File: config.mk
export PLATFORM = sky130hd
export DESIGN_NAME = l1_cache
export DESIGN_NICKNAME = d
export VERILOG_FILES = /design/src/l1_cache_pkg.sv /design/src/frame_port_if.sv /design/src/block_xfer_if.sv /design/src/cache_store.sv /design/src/block_sequencer.sv /design/src/cache_ctrl.sv /design/src/l1_cache.sv
export VERILOG_INCLUDE_DIRS = /design/src
export SDC_FILE = /design/constraint.sdc
export NUM_CORES = 2
export LEC_CHECK = 0
export BUFFER_PORTS_ARGS = -buffer_cell sky130_fd_sc_hd__clkbuf_2
export CAP_MARGIN = 20
export CORE_ASPECT_RATIO = 2
export CORE_MARGIN = 3
export CORE_UTILIZATION = 48
export DETAILED_ROUTE_END_ITERATION = 12
export MAX_ROUTING_LAYER = met4
export PLACE_DENSITY = 0.63
export REMOVE_ABC_BUFFERS = 1
export SYNTH_ARGS = -nofsm -noshare
export SYNTH_HDL_FRONTEND = slang
export SYNTH_SLANG_ARGS = --single-unit
File: constraint.sdc
create_clock -name CLK -period 14 [get_ports CLK]
set_input_delay 2.1 -clock CLK [delete_from_list [all_inputs] [get_ports CLK]]
set_output_delay 2.1 -clock CLK [all_outputs]
set_load 0.02 [all_outputs]
File: src/l1_cache_defines.svh
// l1 data cache geometry
// capacity, line size and the derived address field widths
`ifndef L1_CACHE_DEFINES_SVH
`define L1_CACHE_DEFINES_SVH

// data word and byte address width
`define L1_WORD_BITS 32

// capacity in bytes
`define L1_CACHE_BYTES 256

// words per line, power of two
`define L1_BLOCK_WORDS 2

// number of lines, direct mapped so one frame per set
`define L1_N_SETS (`L1_CACHE_BYTES / 4 / `L1_BLOCK_WORDS)

// index widths, never below one bit
`define L1_SET_BITS ((`L1_N_SETS > 1) ? $clog2(`L1_N_SETS) : 1)
`define L1_BLOCK_BITS ((`L1_BLOCK_WORDS > 1) ? $clog2(`L1_BLOCK_WORDS) : 1)

// what is left of the address above set, word and byte bits
`define L1_TAG_BITS (`L1_WORD_BITS - `L1_SET_BITS - `L1_BLOCK_BITS - 2)

`endif

File: src/l1_cache_pkg.sv
// l1 data cache shared types
// vector typedefs sized from the geometry macros, plus the controller states
`include "l1_cache_defines.svh"

package l1_cache_pkg;

    // one data word, also used for byte addresses
    typedef logic [`L1_WORD_BITS-1:0] word_t;

    // one enable per byte of a word
    typedef logic [3:0] byte_en_t;

    // address fields
    typedef logic [`L1_TAG_BITS-1:0] tag_t;
    typedef logic [`L1_SET_BITS-1:0] set_idx_t;
    typedef logic [`L1_BLOCK_BITS-1:0] word_idx_t;

    // a whole line, word 0 in the low bits
    typedef word_t [`L1_BLOCK_WORDS-1:0] block_t;

    // controller states
    typedef enum logic [2:0] {
        SWEEP,
        LOOKUP,
        WRITEBACK,
        FILL,
        FLUSH,
        FLUSH_WB
    } cache_state_t;

endpackage

File: src/frame_port_if.sv
// frame array port
// controller selects a set, reads it back combinationally, writes at the edge
`include "l1_cache_defines.svh"

interface frame_port_if;

    // selected set, shared by read and write
    l1_cache_pkg::set_idx_t set;

    // write side
    logic wr_en;
    logic wr_valid;
    logic wr_dirty;
    l1_cache_pkg::tag_t wr_tag;
    l1_cache_pkg::block_t wr_block;
    // one bit per byte over the line
    logic [`L1_BLOCK_WORDS*4-1:0] wr_mask;

    // read side
    logic rd_valid;
    logic rd_dirty;
    l1_cache_pkg::tag_t rd_tag;
    l1_cache_pkg::block_t rd_block;

    modport ctrl (
        output set, wr_en, wr_valid, wr_dirty, wr_tag, wr_block, wr_mask,
        input  rd_valid, rd_dirty, rd_tag, rd_block
    );

    modport store (
        input  set, wr_en, wr_valid, wr_dirty, wr_tag, wr_block, wr_mask,
        output rd_valid, rd_dirty, rd_tag, rd_block
    );

endinterface

File: src/block_xfer_if.sv
// block transfer request port
// controller asks for one line read or write, sequencer answers with done

interface block_xfer_if;

    // one-cycle request pulse, only while idle
    logic start;
    // 1 for write-back, 0 for fill
    logic write;
    // line aligned
    l1_cache_pkg::word_t base_addr;
    // line to write, sampled with start
    l1_cache_pkg::block_t wblock;

    // fill result, valid with done
    l1_cache_pkg::block_t fill_block;
    // one-cycle pulse after the last word
    logic done;

    modport ctrl (
        output start, write, base_addr, wblock,
        input  fill_block, done
    );

    modport seq (
        input  start, write, base_addr, wblock,
        output fill_block, done
    );

endinterface

File: src/cache_store.sv
// cache frame array
// per-set valid, dirty, tag and line data
// combinational read of the selected set, byte-masked write at the clock edge
`include "l1_cache_defines.svh"

module cache_store (
    input logic CLK,
    input logic nRST,
    frame_port_if.store fp
);

    localparam int MASK_BITS = `L1_BLOCK_WORDS * 4;

    // frame state, cleared by the controller sweep
    logic [`L1_N_SETS-1:0] valid_q;
    logic [`L1_N_SETS-1:0] dirty_q;
    l1_cache_pkg::tag_t tag_q [`L1_N_SETS];
    l1_cache_pkg::block_t data_q [`L1_N_SETS];

    // old line with the enabled bytes replaced
    l1_cache_pkg::block_t merged;

    // read port
    assign fp.rd_valid = valid_q[fp.set];
    assign fp.rd_dirty = dirty_q[fp.set];
    assign fp.rd_tag = tag_q[fp.set];
    assign fp.rd_block = data_q[fp.set];

    // byte merge
    always_comb begin
        merged = data_q[fp.set];
        for (int b = 0; b < MASK_BITS; b++) begin
            // byte b lives in word b/4
            if (fp.wr_mask[b]) begin
                merged[b/4][(b%4)*8 +: 8] = fp.wr_block[b/4][(b%4)*8 +: 8];
            end
        end
    end

    // write port
    always_ff @(posedge CLK) begin
        if (fp.wr_en) begin
            // state bits always follow a write
            valid_q[fp.set] <= fp.wr_valid;
            dirty_q[fp.set] <= fp.wr_dirty;
            tag_q[fp.set] <= fp.wr_tag;
            // data only where the mask says so
            data_q[fp.set] <= merged;
        end
    end

    // a line never holds dirty data without being valid
    a_dirty_implies_valid: assert property (
        @(posedge CLK) disable iff (!nRST)
        fp.rd_dirty |-> fp.rd_valid
    ) else $error("dirty line found without valid bit");

endmodule

File: src/block_sequencer.sv
// block sequencer
// turns one line request into word transfers on the memory port
// words go out in order, each held until mem_busy drops
`include "l1_cache_defines.svh"

module block_sequencer (
    input  logic                 CLK,
    input  logic                 nRST,
    block_xfer_if.seq            bx,
    output logic                 mem_ren,
    output logic                 mem_wen,
    output l1_cache_pkg::word_t  mem_addr,
    output l1_cache_pkg::word_t  mem_wdata,
    input  l1_cache_pkg::word_t  mem_rdata,
    input  logic                 mem_busy
);

    // control state
    logic busy_q;
    logic write_q;
    logic done_q;
    l1_cache_pkg::word_idx_t word_q;

    // latched request and fill data
    l1_cache_pkg::word_t base_q;
    l1_cache_pkg::block_t wblock_q;
    l1_cache_pkg::block_t fill_q;

    // a word completes this cycle
    logic beat_ok;
    logic last_word;

    assign beat_ok = busy_q && !mem_busy;
    assign last_word = (word_q == l1_cache_pkg::word_idx_t'(`L1_BLOCK_WORDS - 1));

    // memory side held stable while busy
    assign mem_ren = busy_q && !write_q;
    assign mem_wen = busy_q && write_q;
    assign mem_addr = {base_q[`L1_WORD_BITS-1:`L1_BLOCK_BITS+2], word_q, 2'b00};
    assign mem_wdata = wblock_q[word_q];

    // controller side
    assign bx.done = done_q;
    assign bx.fill_block = fill_q;

    always_ff @(posedge CLK, negedge nRST) begin
        if (!nRST) begin
            busy_q <= 1'b0;
            write_q <= 1'b0;
            done_q <= 1'b0;
            word_q <= '0;
        end else begin
            // done follows the last completed word by one cycle
            done_q <= beat_ok && last_word;
            if (bx.start) begin
                busy_q <= 1'b1;
                write_q <= bx.write;
                word_q <= '0;
            end else if (beat_ok) begin
                if (last_word) begin
                    busy_q <= 1'b0;
                end
                // wraps back to word 0 after the last one
                word_q <= word_q + 1'b1;
            end
        end
    end

    // request and data capture
    always_ff @(posedge CLK) begin
        if (bx.start) begin
            base_q <= bx.base_addr;
            wblock_q <= bx.wblock;
        end
        // read data is only valid in the completing cycle
        if (beat_ok && !write_q) begin
            fill_q[word_q] <= mem_rdata;
        end
    end

    // controller must wait for done before the next request
    a_no_start_while_busy: assert property (
        @(posedge CLK) disable iff (!nRST)
        bx.start |-> !busy_q
    ) else $error("block start while a transfer is running");

    // a stalled word keeps its direction, address and data
    a_hold_while_stalled: assert property (
        @(posedge CLK) disable iff (!nRST)
        (mem_ren || mem_wen) && mem_busy |=>
            $stable(mem_ren) && $stable(mem_wen) && $stable(mem_addr) && $stable(mem_wdata)
    ) else $error("memory request changed while mem_busy was high");

endmodule

File: src/cache_ctrl.sv
// cache controller
// hit detection, write merge, miss write-back and fill,
// reset sweep and the flush walk over all sets
`include "l1_cache_defines.svh"

module cache_ctrl (
    input  logic                    CLK,
    input  logic                    nRST,
    input  logic                    proc_ren,
    input  logic                    proc_wen,
    input  l1_cache_pkg::word_t     proc_addr,
    input  l1_cache_pkg::word_t     proc_wdata,
    input  l1_cache_pkg::byte_en_t  proc_byte_en,
    input  logic                    flush,
    output l1_cache_pkg::word_t     proc_rdata,
    output logic                    proc_busy,
    output logic                    flush_done,
    frame_port_if.ctrl              fp,
    block_xfer_if.ctrl              bx
);

    localparam int MASK_BITS = `L1_BLOCK_WORDS * 4;

    // control state
    l1_cache_pkg::cache_state_t state;
    l1_cache_pkg::cache_state_t next_state;
    l1_cache_pkg::set_idx_t walk_set;
    l1_cache_pkg::set_idx_t next_walk_set;
    logic flush_req;
    logic next_flush_req;
    logic flush_done_d;
    logic xfer_busy;

    // request address fields
    l1_cache_pkg::tag_t addr_tag;
    l1_cache_pkg::set_idx_t addr_set;
    l1_cache_pkg::word_idx_t addr_word;

    logic req;
    logic hit;
    logic flush_pend;
    logic last_set;
    // flush walk is done with the current set
    logic set_retire;

    assign addr_tag = proc_addr[`L1_WORD_BITS-1 -: `L1_TAG_BITS];
    assign addr_set = proc_addr[`L1_BLOCK_BITS+2 +: `L1_SET_BITS];
    assign addr_word = proc_addr[2 +: `L1_BLOCK_BITS];

    assign req = proc_ren | proc_wen;
    assign hit = fp.rd_valid && (fp.rd_tag == addr_tag);
    assign flush_pend = flush | flush_req;
    assign last_set = (walk_set == l1_cache_pkg::set_idx_t'(`L1_N_SETS - 1));

    // sweep and flush walk their own counter and everything else follows the request
    assign fp.set = (state == l1_cache_pkg::SWEEP || state == l1_cache_pkg::FLUSH ||
                     state == l1_cache_pkg::FLUSH_WB) ? walk_set : addr_set;

    // processor side
    assign proc_rdata = fp.rd_block[addr_word];
    // hits only complete in LOOKUP and not while a flush waits
    assign proc_busy = !(state == l1_cache_pkg::LOOKUP && req && hit && !flush_pend);

    // one start per transfer state since the busy flag blocks a second one
    assign bx.start = (state == l1_cache_pkg::WRITEBACK || state == l1_cache_pkg::FILL ||
                       state == l1_cache_pkg::FLUSH_WB) && !xfer_busy;
    assign bx.write = (state != l1_cache_pkg::FILL);
    // victim tag for write-back and request tag for fill
    assign bx.base_addr = {(state == l1_cache_pkg::FILL) ? addr_tag : fp.rd_tag, fp.set,
                           l1_cache_pkg::word_idx_t'(0), 2'b00};
    assign bx.wblock = fp.rd_block;

    always_ff @(posedge CLK, negedge nRST) begin
        if (!nRST) begin
            state <= l1_cache_pkg::SWEEP;
            walk_set <= '0;
            flush_req <= 1'b0;
            flush_done <= 1'b0;
            xfer_busy <= 1'b0;
        end else begin
            state <= next_state;
            walk_set <= next_walk_set;
            flush_req <= next_flush_req;
            flush_done <= flush_done_d;
            if (bx.start) begin
                xfer_busy <= 1'b1;
            end else if (bx.done) begin
                xfer_busy <= 1'b0;
            end
        end
    end

    always_comb begin
        next_state = state;
        next_walk_set = walk_set;
        // flush pulse held until LOOKUP takes it
        next_flush_req = flush_pend;
        flush_done_d = 1'b0;
        set_retire = 1'b0;
        fp.wr_en = 1'b0;
        fp.wr_valid = 1'b0;
        fp.wr_dirty = 1'b0;
        fp.wr_tag = addr_tag;
        fp.wr_block = '0;
        fp.wr_mask = '0;

        case (state)
            l1_cache_pkg::SWEEP: begin
                // zero one whole frame per cycle
                fp.wr_en = 1'b1;
                fp.wr_tag = '0;
                fp.wr_mask = '1;
                next_walk_set = walk_set + 1'b1;
                if (last_set) begin
                    next_walk_set = '0;
                    next_state = l1_cache_pkg::LOOKUP;
                end
            end
            l1_cache_pkg::LOOKUP: begin
                if (flush_pend) begin
                    next_flush_req = 1'b0;
                    next_state = l1_cache_pkg::FLUSH;
                end else if (req && hit) begin
                    if (proc_wen) begin
                        // merge enabled bytes into the addressed word
                        fp.wr_en = 1'b1;
                        fp.wr_valid = 1'b1;
                        fp.wr_dirty = 1'b1;
                        fp.wr_block = {`L1_BLOCK_WORDS{proc_wdata}};
                        fp.wr_mask = MASK_BITS'(proc_byte_en) << {addr_word, 2'b00};
                    end
                end else if (req) begin
                    // dirty victim goes out before the fill
                    if (fp.rd_valid && fp.rd_dirty) begin
                        next_state = l1_cache_pkg::WRITEBACK;
                    end else begin
                        next_state = l1_cache_pkg::FILL;
                    end
                end
            end
            l1_cache_pkg::WRITEBACK: begin
                if (bx.done) begin
                    next_state = l1_cache_pkg::FILL;
                end
            end
            l1_cache_pkg::FILL: begin
                if (bx.done) begin
                    // install the new line clean so the request hits next cycle
                    fp.wr_en = 1'b1;
                    fp.wr_valid = 1'b1;
                    fp.wr_block = bx.fill_block;
                    fp.wr_mask = '1;
                    next_state = l1_cache_pkg::LOOKUP;
                end
            end
            l1_cache_pkg::FLUSH: begin
                if (fp.rd_valid && fp.rd_dirty) begin
                    next_state = l1_cache_pkg::FLUSH_WB;
                end else begin
                    set_retire = 1'b1;
                end
            end
            l1_cache_pkg::FLUSH_WB: begin
                set_retire = bx.done;
            end
            default: begin
                next_state = l1_cache_pkg::SWEEP;
            end
        endcase

        // invalidate the walked set and move on
        if (set_retire) begin
            fp.wr_en = 1'b1;
            next_walk_set = walk_set + 1'b1;
            next_state = l1_cache_pkg::FLUSH;
            if (last_set) begin
                next_walk_set = '0;
                next_state = l1_cache_pkg::LOOKUP;
                flush_done_d = 1'b1;
            end
        end
    end

    // the processor is only released from LOOKUP with the sequencer idle
    a_busy_outside_lookup: assert property (
        @(posedge CLK) disable iff (!nRST)
        (state != l1_cache_pkg::LOOKUP || xfer_busy) |-> proc_busy
    ) else $error("proc_busy low outside LOOKUP or during a block transfer");

endmodule

File: src/l1_cache.sv
// l1 data cache top level
// direct mapped write-back cache between a processor port and a word-wide memory port

module l1_cache (
    input  logic                    CLK,
    input  logic                    nRST,
    input  logic                    proc_ren,
    input  logic                    proc_wen,
    input  l1_cache_pkg::word_t     proc_addr,
    input  l1_cache_pkg::word_t     proc_wdata,
    input  l1_cache_pkg::byte_en_t  proc_byte_en,
    output l1_cache_pkg::word_t     proc_rdata,
    output logic                    proc_busy,
    input  logic                    flush,
    output logic                    flush_done,
    output logic                    mem_ren,
    output logic                    mem_wen,
    output l1_cache_pkg::word_t     mem_addr,
    output l1_cache_pkg::word_t     mem_wdata,
    input  l1_cache_pkg::word_t     mem_rdata,
    input  logic                    mem_busy
);

    // controller to frame array
    frame_port_if fp_if ();
    // controller to sequencer
    block_xfer_if bx_if ();

    cache_ctrl ctrl_inst (
        .CLK          (CLK),
        .nRST         (nRST),
        .proc_ren     (proc_ren),
        .proc_wen     (proc_wen),
        .proc_addr    (proc_addr),
        .proc_wdata   (proc_wdata),
        .proc_byte_en (proc_byte_en),
        .flush        (flush),
        .proc_rdata   (proc_rdata),
        .proc_busy    (proc_busy),
        .flush_done   (flush_done),
        .fp           (fp_if.ctrl),
        .bx           (bx_if.ctrl)
    );

    cache_store store_inst (
        .CLK  (CLK),
        .nRST (nRST),
        .fp   (fp_if.store)
    );

    block_sequencer seq_inst (
        .CLK       (CLK),
        .nRST      (nRST),
        .bx        (bx_if.seq),
        .mem_ren   (mem_ren),
        .mem_wen   (mem_wen),
        .mem_addr  (mem_addr),
        .mem_wdata (mem_wdata),
        .mem_rdata (mem_rdata),
        .mem_busy  (mem_busy)
    );

endmodule

**Word-level counts from Yosys, hierarchy flattened**

Memories as Yosys holds them, arrays and structs flattened.
Cells that the tools add are included.

- Register bits after elaboration: 236
- Output and inout bits: 100
- Memories kept: 2
- Logic and storage cells: 145
- Memory bits (writable): 2,816
- Input bits: 106

- Muxes and demuxes: 72
- Bitwise logic cells: 2
- $add $sub $neg: 2
- Equality and inequality tests: 15
- Reductions and logical operators: 30
- Shifts and indexed selects: 1
- Order comparisons: 5

Memories:

| name | words | width | rd ports | clocked after memory_dff | write ports | line | text |
|---|---|---|---|---|---|---|---|
| store_inst.data_q | 32 | 64 | 1 | 0 | 1 | cache_store.sv:18 | `` l1_cache_pkg::block_t data_q [`L1_N_SETS]; `` |
| store_inst.tag_q | 32 | 24 | 1 | 0 | 1 | cache_store.sv:17 | `` l1_cache_pkg::tag_t tag_q [`L1_N_SETS]; `` |

Operator list:

| operator | count |
|---|---|
| $mux W64 | 4 |
| $mux W32 | 5 |
| $pmux W64 S2 | 1 |
| $mux W8 | 12 |
| $bwmux W32 | 2 |
| $bwmux W64 | 1 |
| $mux W24 | 2 |
| $demux W32 S1 | 1 |
| $mux W3 | 9 |
| $eq A24 B24 Y1 | 1 |
| $pmux W8 S3 | 1 |
| $mux W1 | 23 |
| $mux W5 | 4 |
| $pmux W3 S6 | 1 |
| $logic_and A1 B1 Y1 | 14 |
| $bmux W1 S5 | 2 |
| $ne A3 B1 Y1 const B | 3 |
| $reduce_bool A2 Y1 | 4 |
| $shl A4 B3 Y8 | 1 |
| $reduce_and A7 Y1 | 1 |
| $eq A3 B2 Y1 const B | 2 |
| $eq A3 B3 Y1 const B | 2 |
| $lt A5 B6 Y1 const B | 1 |
| $ne A3 B2 Y1 const B | 2 |
| other kinds (18) | 28 |

**Logic depth before layout (Yosys ltp)**

- Depth in word-level cells: 14
- Mapped depth: 21
- Gate-level depth less buffers: 12

**Modules after synthesis**

From an unflattened synthesis, not the netlist that was laid out.

- Cell total of the unflattened synthesis: 6,053
- Area, all modules: 117,885.6 sq um

Modules (own cells, without submodules):

| module | cells an instance | times used | seq. area each (sq um) | area an instance (sq um) |
|---|---|---|---|---|
| cache_store | 5,464 | 1 | 86,482.9 | 109,299.8 |
| block_sequencer | 215 | 1 | 4,814.6 | 5,365.1 |
| cache_ctrl | 374 | 1 | 275.3 | 3,220.6 |

**Worst setup path before layout**

No wires, ideal clock.

- Path kind: input-to-reg
- Start: in proc_addr[3]
- End: mem store_inst.data_q[14][0] in the netlist's numbering (enable)
- Required time: 13.240 ns
- Stages on the path: 19
- Setup time: 0.760 ns
- Data arrival time: 13.979 ns
- Setup slack: -0.740 ns
- Path buffers: 7
- Path through: buf_2 > inv_1 > a21oi_2 > nor2_1 > inv_2 > buf_2 > buf_2 > buf_2 > buf_2 > buf_2 > nand2_1 > a311o_1 > nor4_1 > xor2_1 > nor4_4 > and2_1 > a31oi_1 > buf_2 > nor4_1

- Word-level cells in the longest chain between the ends: 11
- Elaborated cells between the ends (all ways): 18
- Those cells by class: 1 x eq/ne; 13 x mux; 3 x reduce/logical; 1 x memory

RTL lines:

| element | line | text |
|---|---|---|
| start, declared | l1_cache.sv:9 | `input l1_cache_pkg::word_t proc_addr,` |
| $mux W5 * | cache_ctrl.sv:57 | `state == l1_cache_pkg::FLUSH_WB) ? walk_set : addr_set;` |
| $mem_v2 Z32 W24 / $bmux W1 S5 (equally long branches) | n/a |  |
| $eq A24 B24 Y1 / $mux W1 (equally long branches) | cache_ctrl.sv:51, cache_store.sv:24 |  |
| $logic_and A1 B1 Y1 | cache_ctrl.sv:51 | `assign hit = fp.rd_valid && (fp.rd_tag == addr_tag);` |
| $logic_and A1 B1 Y1 | cache_ctrl.sv:123 | `end else if (req && hit) begin` |
| $mux W1 | cache_ctrl.sv:123 |  |
| $mux W1 | cache_ctrl.sv:120 | `if (flush_pend) begin` |
| $pmux W1 S3 | cache_ctrl.sv:107 | `case (state)` |
| $mux W1 | cache_ctrl.sv:172 | `if (set_retire) begin` |
| $mux W1 | cache_store.sv:42 | `if (fp.wr_en) begin` |
| $mux W1 (not written as such) | cache_store.sv:48 | `data_q[fp.set] <= merged;` |
| end, declared | cache_store.sv:18 |  |

Every way passes the cells marked *; elsewhere a longest branch is shown, timed or not. The select of a mux whose other input is x is not followed.

**Final worst setup path**

- Start: in proc_addr[3]
- End: out proc_busy

- Word-level cells in the longest chain between the ends: 7
- Elaborated cells between the ends (all ways): 9
- Those cells by class: 1 x eq/ne; 3 x mux; 4 x reduce/logical; 1 x memory

RTL lines:

| element | line | text |
|---|---|---|
| $mux W5 * | cache_ctrl.sv:57 |  |
| $mem_v2 Z32 W24 / $bmux W1 S5 (equally long branches) | n/a |  |
| $eq A24 B24 Y1 / $mux W1 (equally long branches) | cache_ctrl.sv:51, cache_store.sv:24 |  |
| $logic_and A1 B1 Y1 * | cache_ctrl.sv:51 |  |
| $logic_and A1 B1 Y1 * (2 in a row) | cache_ctrl.sv:62 | `assign proc_busy = !(state == l1_cache_pkg::LOOKUP && req && hit && !flush_pend);` |
| $logic_not A1 Y1 * | cache_ctrl.sv:62 |  |
| end, declared | l1_cache.sv:13 | `output logic proc_busy,` |

Marks and branches as above.

==> flow_metrics.env <==
export IMPL_clock_sinks=3052
export IMPL_multi_input_area_um2=27600
export IMPL_grt_pass1_wl_um=514000
export IMPL_synthFlopType="edfxtp_1"
export IMPL_worstSetupEndpointType="output port"
export IMPL_cp_arrival_ns=8.38
export IMPL_relSlewSlack_pct=2.18
export IMPL_netlist_instances=6217
export IMPL_drive_gt1_share_pct=24.1
export IMPL_peakVddDrop_uv=199
export IMPL_grt_use_total_pct=29.2
export IMPL_synthArstFlopShare_pct=0.491
export IMPL_synth_top_area_share_pct=75.7
export IMPL_status="complete, no violations"
export IMPL_worst_r2r_setup_slack_ns=4.56
export IMPL_synth_area_leaders="edfxtp_1 (76%), mux4_2 (9.9%), a22oi_1 (2.0%), mux2_2 (1.5%), a2111oi_0 (1.0%)"
export IMPL_vias=67200
export IMPL_io_buffers=201
export IMPL_p_leak_nw=42.6
export IMPL_synth_edf_count=3037
export IMPL_wl_um=369000
export IMPL_ys_seq_area_share_pct=76.0
export IMPL_drc=0
export IMPL_setup_tns_ns=0
export IMPL_synth_top_area_cell="edfxtp_1"
export IMPL_synth_most_common_cell="edfxtp_1"
export IMPL_drt_initial_drc_count=8959
export IMPL_ys_types=90
export IMPL_die_y_um=715
export IMPL_cts_root_buffer="clkbuf_16"
export IMPL_whs_path_depth=1
export IMPL_worstSetupStartpointType="input pin"
export IMPL_synth_common_cells="edfxtp_1 (3037), mux4_2 (529), a22oi_1 (318)"
export IMPL_clock_latency_ns=0.88
export IMPL_hold_viol_final=0
export IMPL_slew_violations=0
export IMPL_start_util_pct=48.4
export IMPL_ant_nets=0
export IMPL_skew_ns=0.0648
export IMPL_critPathRequiredTime_ns=11.90
export IMPL_period_share_pct=74.9
export IMPL_fin_nets=6597
export IMPL_syn_to_final_growth_pct=12.1
export IMPL_powerDensity_nw_per_um2=245
export IMPL_synth_warnings=0
export IMPL_ctsHoldBuffers=0
export IMPL_hp_start="seq_inst.busy_q"
export IMPL_core_area_um2=249000
export IMPL_grt_pass1_vias=66600
export IMPL_die_area_um2=257000
export IMPL_register_area_um2=91600
export IMPL_hpwl_um=193000
export IMPL_fin_crit_ns=10.48
export IMPL_vias_per_cell=6.74
export IMPL_post_drt_wl_per_cell_um=37.1
export IMPL_firstDrtPassIters=6
export IMPL_regToRegStartpoint="ctrl_inst.state[2]"
export IMPL_die_x_um=360
export IMPL_cp_max_fo=119
export IMPL_cts_buffers=271
export IMPL_grt_remaining_overflow=0
export IMPL_maxCapViolCount=0
export IMPL_hold_end="seq_inst.busy_q"
export IMPL_critical_path_class="input pin to output port"
export IMPL_cts_tree="yes"
export IMPL_worstMarginPinSlew_ns=1.47
export IMPL_grt_max_degree=128
export IMPL_htree_levels=5
export IMPL_fin_hold_ws_ns=0.521
export IMPL_r2r_cells=17
export IMPL_gp_congestion=0.914
export IMPL_rsz0062_at_grt="no"
export IMPL_cts_buffer_depth=4
export IMPL_fmax_ghz=0.0954
export IMPL_syn_area_per_cell_um2=19.4
export IMPL_synth_seq_cells=3052
export IMPL_antenna_found_initial=14
export IMPL_finalSetupViolCount=0
export IMPL_rows=259
export IMPL_clk_pin_slew_ns=0.06
export IMPL_hold_path_class="register to register"
export IMPL_cts_resized_gates=0
export IMPL_netlist_area_um2=121000
export IMPL_regToRegEndpoint="store_inst.data_q[3][8]"
export IMPL_ioPinCount=206
export IMPL_post_cts_buffers=0
export IMPL_fillerInstances=19000
metal layers:
metal,track usage (%),up-vias,share of wire [%]
li1,-,26600,-
met1,36.2,35700,36
met2,47.8,3883,50
met3,4.25,989,8.5
met4,13.7,0,5.6
met5,-,-,0
cell families after synthesis:
family / count (synthesis) / synth area share [%]
AOI/OAI and AO/OA: 990 / 6.03
xor gates and xnor gates: 9 / 0.0654
adders and majority gates: 2 / 0.0208
buffers and inverters: 445 / 1.54
DFF: 3052 / 76.0
muxes: 800 / 12.3
other: 1 / 0.00311
and+or+nand+nor: 918 / 4.05
final cells by class:
cell class | count | share of cell area [%]
Clock buffer | 327 | 5.35
Timing Repair Buffer | 426 | 2.33
Inverter | 17 | 0.0565
Sequential cell | 3052 | 67.8
Tap cell | 3262 | 3.02
Antenna cell | 8 | 0.0148
Multi-Input combinational cell | 2721 | 20.4
Clock inverter | 148 | 1.08
registers in the layout (all words and copies together) (netlist names):
signal,flops
ctrl_inst.flush_done,1
seq_inst.write_q,1
store_inst.tag_q,768
seq_inst.bx.done,1
seq_inst.base_q,29
store_inst.valid_q,32
ctrl_inst.state,3
seq_inst.last_word,1
store_inst.data_q,2048
seq_inst.busy_q,1
seq_inst.wblock_q,64
seq_inst.bx.fill_block,64
ctrl_inst.xfer_busy,1
ctrl_inst.flush_req,1
ctrl_inst.walk_set,5
store_inst.dirty_q,32
cells in the final DEF, fill, tap and decap left out, types with 15 or more instances in the layout:
cell,n
a2111oi_0,137
a211oi_1,91
a21oi_1,20
a22oi_1,318
a32oi_1,62
and3_1,155
buf_12,26
buf_4,187
bufinv_16,25
clkbuf_1,45
clkbuf_16,283
clkbuf_2,198
clkinv_1,51
clkinv_2,40
clkinvlp_4,15
edfxtp_1,3037
mux2_2,164
mux2i_1,105
mux4_2,529
nand2_1,269
nand2b_1,66
nand3_1,98
nand4_1,117
nor2_1,45
nor2b_1,15
nor2b_2,16
nor3_2,17
nor4_2,17
o21ai_0,235
worst max-delay path: stages:
cell and delay (ns):
clkbuf_2 0.08, buf_4 0.38, inv_1 0.29, a21oi_4 0.24, nor2_4 0.06, buf_12 0.19
inv_6 0.63, buf_12 0.42, a2111oi_0 0.24, a2111oi_0 0.55, and4_1 0.36, xnor2_1 0.49
and4_1 0.31, nand4_1 0.28, and4b_1 0.60, o21ai_0 0.18, clkbuf_2 0.19
where the power goes:
| group | switching [mW] | internal [mW] | total [mW] |
|---|---|---|---|
| logic | 7.90 | 3.32 | 11.2 |
| clock network | 3.34 | 4.17 | 7.50 |
| registers | 0.266 | 14.1 | 14.4 |
how the worst max path moves through the flow:
stage | startpoint | to | slack (ns) | depth (start not counted)
6_report | proc_addr[3] | proc_busy | 3.52 | 17
5_1_grt | proc_addr[3] | proc_rdata[14] | 3.45 | 14
4_1_cts | proc_addr[3] | proc_rdata[14] | 3.77 | 14
3_5_place_dp | proc_addr[4] | store_inst.data_q[21][8] | 3.39 | 17
3_3_place_gp | proc_addr[4] | store_inst.data_q[22][8] | 3.48 | 17
2_1_floorplan | proc_addr[3] | store_inst.data_q[15][0] | -97.62 | 4
metrics by stage:
step | area, µm² | utilization [%] | setup slack (ns) | instances | power (mW)
finish | 135000 | 54.2 | 3.52 | 9961 | 33.1
global route | 135000 | 54.2 | 3.45 | 9957 | 34.2
CTS | 135000 | 54.1 | 3.77 | 9938 | 33.1
detailed placement | 126000 | 50.6 | 3.39 | 9463 | 25.7
global placement | 126000 | 50.6 | 3.48 | 9463 | 25.3
floorplan | 119000 | - | -97.62 | 5790 | 21.6
Note: power is estimated with default switching activity, not from simulation.
